<file path="config.mk">
export PLATFORM = sky130hd
export DESIGN_NAME = lsu_top
export DESIGN_NICKNAME = d
export VERILOG_FILES = /design/src/hdl/lsu_pkg.sv /design/src/hdl/lsu_addr_phase.sv /design/src/hdl/lsu_store_align.sv /design/src/hdl/lsu_load_extract.sv /design/src/hdl/lsu_top.sv
export SDC_FILE = /design/constraint.sdc
export NUM_CORES = 1
export LEC_CHECK = 0
export BUFFER_PORTS_ARGS = -buffer_cell sky130_fd_sc_hd__buf_2
export CAP_MARGIN = 5
export CORE_UTILIZATION = 40
export CTS_CLUSTER_DIAMETER = 120
export DETAILED_ROUTE_END_ITERATION = 16
export PLACE_DENSITY_LB_ADDON = 0.12
export SLEW_MARGIN = 25
export SYNTH_ARGS = -nofsm -noshare
export SYNTH_HDL_FRONTEND = slang
export SYNTH_SLANG_ARGS = --single-unit
</file>
<file path="constraint.sdc">
create_clock -name clk -period 1.9 [get_ports clk]
set_input_delay 0.19 -clock clk [delete_from_list [all_inputs] [get_ports clk]]
set_output_delay 0.19 -clock clk [all_outputs]
set_load 0.02 [all_outputs]
</file>
<file path="src/hdl/lsu_pkg.sv">
// Widths and AHB size codes for the LSU; only naturally aligned accesses are supported
package lsu_pkg;

   //==========================================================================
   // Widths
   //==========================================================================

   localparam int DATA_WIDTH    = 32;
   localparam int HALF_WIDTH    = 16;
   localparam int BYTE_WIDTH    = 8;
   localparam int REG_IDX_WIDTH = 5;
   localparam int HSIZE_WIDTH   = 3;

   // Byte offset inside a word, from the low address bits
   localparam int LANE_WIDTH    = 2;

   //==========================================================================
   // Types
   //==========================================================================

   // Data or address word
   typedef logic [DATA_WIDTH-1:0]    word_t;

   // Destination register number
   typedef logic [REG_IDX_WIDTH-1:0] reg_idx_t;

   // Byte lane within a word
   typedef logic [LANE_WIDTH-1:0]    lane_t;

   // AHB HSIZE field
   typedef logic [HSIZE_WIDTH-1:0]   hsize_t;

   //==========================================================================
   // Transfer sizes, AHB encoding
   //==========================================================================

   localparam hsize_t SIZE_BYTE = 3'd0;
   localparam hsize_t SIZE_HALF = 3'd1;
   localparam hsize_t SIZE_WORD = 3'd2;

   // Larger AHB sizes are never issued by this unit
   // A halfword must have addr[0] clear, a word addr[1:0] clear

endpackage : lsu_pkg

</file>
<file path="src/hdl/lsu_addr_phase.sv">
// Address phase follows the request combinationally; the core must hold it stable while hreadyd is low
`timescale 1ns/1ps

module lsu_addr_phase
   import lsu_pkg::*;
(
   input  logic     clk,
   input  logic     rst_n,

   // Core request
   input  logic     req,
   input  logic     write,
   input  logic     unsigned_ld,
   input  hsize_t   size,
   input  word_t    addr,
   input  reg_idx_t rd_idx,

   // Bus
   input  logic     hreadyd,
   output word_t    haddrd,
   output logic     htransd,
   output logic     hwrited,
   output hsize_t   hsized,

   // Acceptance and captured data-phase attributes
   output logic     accept,
   output logic     ph_load,
   output lane_t    ph_lane,
   output hsize_t   ph_size,
   output logic     ph_unsigned,
   output reg_idx_t ph_rd
);

   //==========================================================================
   // Address phase
   //==========================================================================

   assign haddrd  = addr;
   assign htransd = req;
   assign hwrited = req & write;
   assign hsized  = size;

   // Transfer is taken by the slave when the previous data phase completes
   assign accept  = req & hreadyd;

   //==========================================================================
   // Data-phase attributes
   //==========================================================================

   // Load flag tracks whether the pending data phase needs a writeback.
   // It drops when the data phase ends with no new load behind it
   always_ff @(posedge clk or negedge rst_n) begin
      if (!rst_n) begin
         ph_load <= 1'b0;
      end else if (hreadyd) begin
         ph_load <= accept & ~write;
      end
   end

   // Payload of the access, held across wait states
   always_ff @(posedge clk) begin
      if (accept) begin
         ph_lane     <= addr[LANE_WIDTH-1:0];
         ph_size     <= size;
         ph_unsigned <= unsigned_ld;
         ph_rd       <= rd_idx;
      end
   end

endmodule : lsu_addr_phase

</file>
<file path="src/hdl/lsu_store_align.sv">
// Store data is aligned from the request lane; misaligned halfwords or words are not handled
`timescale 1ns/1ps

module lsu_store_align
   import lsu_pkg::*;
(
   input  logic   clk,
   input  logic   rst_n,

   input  logic   accept,
   input  hsize_t size,
   input  lane_t  lane,
   input  word_t  wdata,

   output word_t  hwdatad
);

   word_t aligned;

   //==========================================================================
   // Byte lane placement
   //==========================================================================

   // Unused lanes are driven to zero
   always_comb begin
      case (size)
         SIZE_BYTE: begin
            aligned = word_t'(wdata[BYTE_WIDTH-1:0]) << (lane * BYTE_WIDTH);
         end
         SIZE_HALF: begin
            // Only lane bit 1 matters for a halfword
            aligned = word_t'(wdata[HALF_WIDTH-1:0]) << (lane[1] * HALF_WIDTH);
         end
         default: begin
            aligned = wdata;
         end
      endcase
   end

   //==========================================================================
   // Data-phase write data
   //==========================================================================

   // Loaded with the address phase, held through wait states
   always_ff @(posedge clk or negedge rst_n) begin
      if (!rst_n) begin
         hwdatad <= '0;
      end else if (accept) begin
         hwdatad <= aligned;
      end
   end

endmodule : lsu_store_align

</file>
<file path="src/hdl/lsu_load_extract.sv">
// Load result is combinational from hrdatad and valid only in the ready cycle of the data phase
`timescale 1ns/1ps

module lsu_load_extract
   import lsu_pkg::*;
(
   // Captured attributes of the access in its data phase
   input  logic     ph_load,
   input  lane_t    ph_lane,
   input  hsize_t   ph_size,
   input  logic     ph_unsigned,
   input  reg_idx_t ph_rd,

   // Bus
   input  word_t    hrdatad,
   input  logic     hreadyd,

   // Writeback to the core
   output logic     load_valid,
   output word_t    load_data,
   output reg_idx_t load_rd
);

   logic [BYTE_WIDTH-1:0] byte_sel;
   logic [HALF_WIDTH-1:0] half_sel;
   logic                  byte_fill;
   logic                  half_fill;

   //==========================================================================
   // Lane selection
   //==========================================================================

   assign byte_sel = hrdatad[ph_lane * BYTE_WIDTH +: BYTE_WIDTH];
   assign half_sel = hrdatad[ph_lane[1] * HALF_WIDTH +: HALF_WIDTH];

   // Fill bit is the MSB for signed loads, zero otherwise
   assign byte_fill = ~ph_unsigned & byte_sel[BYTE_WIDTH-1];
   assign half_fill = ~ph_unsigned & half_sel[HALF_WIDTH-1];

   //==========================================================================
   // Extension
   //==========================================================================

   always_comb begin
      case (ph_size)
         SIZE_BYTE: begin
            load_data = {{(DATA_WIDTH-BYTE_WIDTH){byte_fill}}, byte_sel};
         end
         SIZE_HALF: begin
            load_data = {{(DATA_WIDTH-HALF_WIDTH){half_fill}}, half_sel};
         end
         default: begin
            load_data = hrdatad;
         end
      endcase
   end

   //==========================================================================
   // Writeback
   //==========================================================================

   // One pulse per load, in the cycle the slave completes it
   assign load_valid = ph_load & hreadyd;
   assign load_rd    = ph_rd;

endmodule : lsu_load_extract

</file>
<file path="src/hdl/lsu_top.sv">
// AHB-Lite style data port without HRESP handling; requests must be naturally aligned
`timescale 1ns/1ps

module lsu_top
   import lsu_pkg::*;
(
   input  logic     clk,
   input  logic     rst_n,

   // Core request
   input  logic     req,
   input  logic     write,
   input  hsize_t   size,
   input  logic     unsigned_ld,
   input  word_t    addr,
   input  word_t    wdata,
   input  reg_idx_t rd_idx,

   // Data bus
   output word_t    haddrd,
   output logic     htransd,
   output logic     hwrited,
   output hsize_t   hsized,
   output word_t    hwdatad,
   input  word_t    hrdatad,
   input  logic     hreadyd,

   // Load writeback
   output logic     load_valid,
   output word_t    load_data,
   output reg_idx_t load_rd
);

   logic     accept;
   logic     ph_load;
   lane_t    ph_lane;
   hsize_t   ph_size;
   logic     ph_unsigned;
   reg_idx_t ph_rd;

   //==========================================================================
   // Address phase and acceptance
   //==========================================================================

   lsu_addr_phase i_addr_phase (
      .clk         (clk),
      .rst_n       (rst_n),
      .req         (req),
      .write       (write),
      .unsigned_ld (unsigned_ld),
      .size        (size),
      .addr        (addr),
      .rd_idx      (rd_idx),
      .hreadyd     (hreadyd),
      .haddrd      (haddrd),
      .htransd     (htransd),
      .hwrited     (hwrited),
      .hsized      (hsized),
      .accept      (accept),
      .ph_load     (ph_load),
      .ph_lane     (ph_lane),
      .ph_size     (ph_size),
      .ph_unsigned (ph_unsigned),
      .ph_rd       (ph_rd)
   );

   //==========================================================================
   // Store data
   //==========================================================================

   lsu_store_align i_store_align (
      .clk     (clk),
      .rst_n   (rst_n),
      .accept  (accept),
      .size    (size),
      .lane    (addr[LANE_WIDTH-1:0]),
      .wdata   (wdata),
      .hwdatad (hwdatad)
   );

   //==========================================================================
   // Load data
   //==========================================================================

   lsu_load_extract i_load_extract (
      .ph_load     (ph_load),
      .ph_lane     (ph_lane),
      .ph_size     (ph_size),
      .ph_unsigned (ph_unsigned),
      .ph_rd       (ph_rd),
      .hrdatad     (hrdatad),
      .hreadyd     (hreadyd),
      .load_valid  (load_valid),
      .load_data   (load_data),
      .load_rd     (load_rd)
   );

endmodule : lsu_top

</file>
==> results of run 1 <==
power by group through the flow:
stage	combinational [mW]	clock, mW	sequential, mW
detailed placement	0.894	0	1.16
global route	1.05	0.781	1.15
global placement	0.887	0	1.15
CTS	0.950	0.746	1.14
finish	0.980	0.730	1.14
floorplan	0.494	0	1.28
cells in the mapped netlist (2+ instances only):
cell type	n
clkbuf_1	18
and2_1	2
nor2_1	11
mux2i_1	7
a22oi_1	17
dfrtp_1	33
edfxtp_1	11
nand3b_1	2
a21o_1	16
a22o_1	7
nand2_1	30
o21ai_0	33
mux2_2	2
buf_2	2
o31ai_1	9
a21oi_1	29
nand3_1	5
inv_1	4
buf_4	36
o21a_1	16
or2_2	2
o22ai_1	2
cells by family after synthesis:
family          synth area share (%)
buf+inv                        13.70
compound gates                 31.76
mux                            3.358
simple gates                   9.256
flops                          41.92
critical path: cells and delay by family (launching register included):
family	cells	cell delay, ns
DFF	1	0.43
and+or+nand+nor	1	0.37
AOI/OAI and AO/OA	2	0.35
buffers and inverters	2	0.32
muxes	1	0.21
metrics by stage:
stage	setup slack, ns	hold slack (ns)
after floorplan	0.02522	-0.1056
after global placement	0.04177	0.3043
after detailed placement	-0.05004	0.3083
after CTS	-0.2713	0.05022
after global routing	-0.3508	0.04092
final	-0.2633	0.05967
what timing repair did:
action                                  4_1_cts  5_1_grt
buffers inserted                              2        3
endpoints found under the setup margin       30       32
endpoints found under the hold margin        33        0
gates resized for setup                      24       15
cloned                                        1        0
pin swaps                                     4        5
hold buffers                                  1        0
cell type report:
| type | instances | area (um^2) | share of cell area (%) |
|---|---|---|---|
| clock buffers | 5 | 68.82 | 1.833 |
| clock inverters | 3 | 42.54 | 1.133 |
| inverters | 5 | 18.77 | 0.5000 |
| multi-input cells | 200 | 1321 | 35.20 |
| flip-flops and latches | 44 | 1156 | 30.80 |
| well taps | 77 | 96.34 | 2.567 |
| repair buffers | 179 | 1050 | 27.97 |
worst paths after layout:
check,start,endpoint,slack (ns),cells after the start
setup / recovery,i_addr_phase.ph_lane[1]$_DFFE_PN_,load_data[27],-0.26,6
max in group asynchronous,rst_n,i_store_align.hwdatad[5]$_DFFE_PN0N_,0.92,2
hold reg to reg,i_store_align.hwdatad[0]$_DFFE_PN0N_,i_store_align.hwdatad[0]$_DFFE_PN0N_,0.47,2
min in group asynchronous,rst_n,i_store_align.hwdatad[28]$_DFFE_PN0N_,0.49,2
hold / removal,rd_idx[3],i_addr_phase.ph_rd[3]$_DFFE_PN_,0.06,1
setup reg to reg,i_store_align.hwdatad[13]$_DFFE_PN0N_,i_store_align.hwdatad[13]$_DFFE_PN0N_,1.20,1
per-layer routing:
layer | GRT usage (%) | vias up | wire (um)
met5 | 0 | - | 0
met4 | 9.707 | 0 | 232
met3 | 5.058 | 30 | 638
met2 | 37.90 | 126 | 4106
met1 | 29.81 | 1321 | 3600
li1 | - | 1321 | -
state kept, by name, indices dropped and copies added (netlist names):
name and count:
i_addr_phase.ph_rd 5, i_store_align.hwdatad 32, i_addr_phase.ph_size 3, i_addr_phase.ph_unsigned 1
i_addr_phase.ph_lane 2, i_addr_phase.ph_load 1
==> out/qor.txt, run 1 <==
Status: finished with violations
Failing checks: setup timing
Core Util, Final: 57.79%
Synthesized flop and latch total: 44
Fill count: 619
Slowest CP cell: edfxtp_1
Worst Skew: 0 ns
Final Hold Viols: 0
Core footprint: 6495 um^2
Non-filler cells, final: 513
Total Routed Length: 8578 um
Asr flop ratio synth: 75.00%
Internal: 1.874 mW
Sw power: 974.6 uW
Cell taking the most area after synthesis: dfrtp_1
Power per Cell Area: 759.0 nW/um^2
Fin nets: 545
Worst Hold Class: in -> reg
Crit path kind: reg -> out
Fin crit share: 113.9%
Top post-synthesis cells by area: dfrtp_1 30%, edfxtp_1 12%, buf_4 9.8%, o21ai_0 6.0%, a21oi_1 5.3%
Total CTS buffers: 5
Main synth FF type: dfrtp_1
Peak Freq: 462.3 MHz
Share of layout cells above drive strength 1: 46.56%
Synth warn: 0
EDFF count, synth: 11
Most common cell after layout, fill and taps aside: buf_2
VDD IR max: 0.4554 mV
CP peak stage delay: 0.43 ns
Avg Synthesized Cell Area: 9.012 um^2
Crit path launch type: flip-flop
Mapped Cells: 306
Via count: 2798
Grt ovf: 0
Sequential fraction of the synthesis area: 41.92%
DRC viols: 0
Largest net degree at the start of global routing: 34
Most frequent cells in the layout: 138 x buf_2, 36 x buf_4, 33 x o21ai_0, 33 x dfrtp_1, 30 x nand2_1
CP Capture Type: output pin
Clock root cell: clkbuf_8
Avg WL per Cell: 16.72 um
Placed cells: 498
Port bufs: 156
Vias per std cell: 5.454
Cells along the critical path: mux2i_2, or3_4, a211oi_4, buf_12, a21o_1, buf_4
Max-slew violation count: 0
TritonCTS Sinks: 44
RSZ-0062 raised after global routing: yes
Critical Path AT: 1.97 ns
Detail Route Antenna Nets: 0
Unique masters post-synth: 34
Worst path required time: 1.71 ns
Final Worst Setup Slack: -0.2633 ns
Cell area after synthesis: 2758 um^2
Aggregate global-route resource usage: 23.20%
Clk slew on worst S/H paths: 0.09 ns
Syn_nets: 416
Worst-margin pin slew: 0.7486 ns
CTS H-tree lvls: 2
DR iter-0 viols: 118
Placer Congestion: 0.8217
Vias in the first global route: 2681
Initial Util: 42.46%
Top-level port count: 217
Synthesis-to-layout area growth: 36.12%
Height of the die: 85.03 um
Setup violations, final: 31
Clk Latency, worst-skew pair: 0.30 ns
DP Area: 3408 um^2
Final instance area: 3754 um^2
CTS Buffer Depth: 2
Power share of the clock group: 25.6%
Overall power: 2.849 mW
CTS tree: done
Synth top area share: 29.95%
TNS Setup: -7.154 ns
Post-DP HPWL: 6301 um
Final min period: 2.163 ns
P_leak: 1.861 nW
Initial antenna violation count: 0
Flop pwr share: 40.0%
Worst rel slew slack: 50.09%
Part of the power in combinational logic: 34.4%
# diodes: 0
# rows: 29
DIE WIDTH: 85.03 um
Switching share of power: 34.21%
Die Area: 7230 um^2
DRT Pass-1 Iters: 4
First-pass GRT wire length: 13150 um
MaxCap Viol Count: 0
CP max FO: 16
Note: power is estimated with default switching activity, not from simulation.
==> run 2, diff against run 1 <==
- CTS_CLUSTER_DIAMETER: 120 -> 150
- TNS_END_PERCENT: unset -> 1
==> out/qor.txt, run 2 (synthesis results as in run 1) <==
Failing checks: setup timing
Most frequent cells in the layout: 139 x buf_2, 33 x o21ai_0, 33 x dfrtp_1
Vias in the first global route: 2665
Setup violations, final: 31
Final min period: 2.185 ns
Vias per std cell: 5.491
Worst Hold Class: in -> reg
CP max FO: 10
Worst Skew: 0 ns
First-pass GRT wire length: 13090 um
Final Hold Viols: 0
CTS tree: done
# rows: 29
DRT Pass-1 Iters: 5
CTS H-tree lvls: 2
CP Capture Type: output pin
Aggregate global-route resource usage: 23.06%
DRC viols: 0
Worst-margin pin slew: 0.7464 ns
Final Worst Setup Slack: -0.2854 ns
Max-slew violation count: 0
Initial Util: 42.46%
Fin nets: 541
Power per Cell Area: 768.1 nW/um^2
Total CTS buffers: 5
Grt ovf: 0
CP peak stage delay: 0.46 ns
Die Area: 7230 um^2
Worst rel slew slack: 50.24%
Worst path required time: 1.71 ns
Port bufs: 156
Top-level port count: 217
# diodes: 0
Status: finished with violations
Crit path kind: reg -> out
Height of the die: 85.03 um
MaxCap Viol Count: 0
Total Routed Length: 8481 um
Crit path launch type: flip-flop
Fin crit share: 115.0%
Peak Freq: 457.6 MHz
Slowest CP cell: edfxtp_1
Via count: 2795
Cells along the critical path: buf_4, buf_4, buf_8, mux2_2, nor2_1, nor2_1, a22o_1, buf_2
DR iter-0 viols: 149
Placer Congestion: 0.8217
TritonCTS Sinks: 44
Clk slew on worst S/H paths: 0.09 ns
CTS Buffer Depth: 2
VDD IR max: 0.4497 mV
Top flop regs: i_store_align.hwdatad (32), i_addr_phase.ph_rd (5), i_addr_phase.ph_size (3)
Max reg flops: 32
Initial antenna violation count: 0
Hold WS: 0.05966 ns
Critical Path AT: 2.00 ns
P_leak: 1.830 nW
Detail Route Antenna Nets: 0
Clk Latency, worst-skew pair: 0.30 ns
Largest net degree at the start of global routing: 34
Biggest register: i_store_align.hwdatad
RSZ-0062 raised after global routing: yes
Avg WL per Cell: 16.66 um
Most common cell after layout, fill and taps aside: buf_2
Core footprint: 6495 um^2
Share of layout cells above drive strength 1: 44.91%
Post-DP HPWL: 6301 um
DIE WIDTH: 85.03 um
Core Util, Final: 56.66%
Synthesis-to-layout area growth: 33.44%
Fill count: 628
Clock root cell: clkbuf_8
==> run 2: changes by cell type in the layout (fill, tap and decap cells not counted), moves of 2 or more <==
| cell | before | now |
|---|---|---|
| buf_4 | 36 | 18 |
| buf_6 | 1 | 15 |
| mux2i_1 | 0 | 2 |
| mux2i_2 | 3 | 5 |
| mux2i_4 | 4 | 0 |
==> run 2: repair_timing <==
action	4_1_cts	5_1_grt
pin swaps	0	0
gates resized for setup	7	35
gates cloned	0	0
endpoints found under the hold margin	33	0
buffers inserted	1	1
hold buffers	1	0
endpoints found under the setup margin	30	32
==> run 2: path summary, 6_finish.rpt <==
path,startpoint,endpoint,depth (start not counted),slack (ns)
setup / recovery,i_addr_phase.ph_lane[1]$_DFFE_PN_,load_data[13],8,-0.29
hold / removal,rd_idx[3],i_addr_phase.ph_rd[3]$_DFFE_PN_,1,0.06
setup reg to reg,i_store_align.hwdatad[13]$_DFFE_PN0N_,i_store_align.hwdatad[13]$_DFFE_PN0N_,1,1.20
hold reg to reg,i_store_align.hwdatad[0]$_DFFE_PN0N_,i_store_align.hwdatad[0]$_DFFE_PN0N_,2,0.47
max in group asynchronous,rst_n,i_store_align.hwdatad[17]$_DFFE_PN0N_,2,0.93
min in group asynchronous,rst_n,i_store_align.hwdatad[28]$_DFFE_PN0N_,2,0.49
==> run 2: cell type report <==
class                   count  area, um^2  area share, %
flip-flops and latches     44        1156          31.42
repair buffers            175        1045          28.39
well taps                  77       96.34          2.618
inverters                   5       18.77         0.5100
clock inverters             3       42.54          1.156
multi-input cells         200        1252          34.04
clock buffers               5       68.82          1.870
==> run 2: stage by stage <==
stage / setup WS [ns] / total power [mW] / cell area (um^2) / instances / setup TNS [ns]
final: -0.2854 / 2.826 / 3680 / 509 / -7.162
after global routing: -0.3853 / 2.968 / 3680 / 509 / -10.09
after CTS: -0.3019 / 2.797 / 3566 / 508 / -5.916
after detailed placement: -0.05004 / 2.053 / 3408 / 498 / -0.1654
after global placement: 0.04177 / 2.041 / 3408 / 498 / 0
after floorplan: 0.02522 / 1.776 / 2758 / 306 / 0
==> run 2: critical path, delay by kind of cell (launching register included) <==
family	cells	cell delay, ns
simple gates	2	0.16
mux	1	0.30
compound gates	1	0.17
buf+inv	4	0.61
flops	1	0.46
==> run 2: per-layer routing <==
layer / GRT usage [%] / vias up / share of wire [%]
li1: - / 1313 / -
met1: 29.51 / 1307 / 41
met2: 37.98 / 143 / 47
met3: 5.058 / 32 / 8.6
met4: 9.245 / 0 / 3.0
met5: 0 / - / 0
==> run 2: report_power, final <==
group | internal, mW | switching [mW] | leakage [nW]
clock | 0.390 | 0.339 | 0.0558
combinational | 0.391 | 0.567 | 1.28
sequential | 1.08 | 0.0587 | 0.498
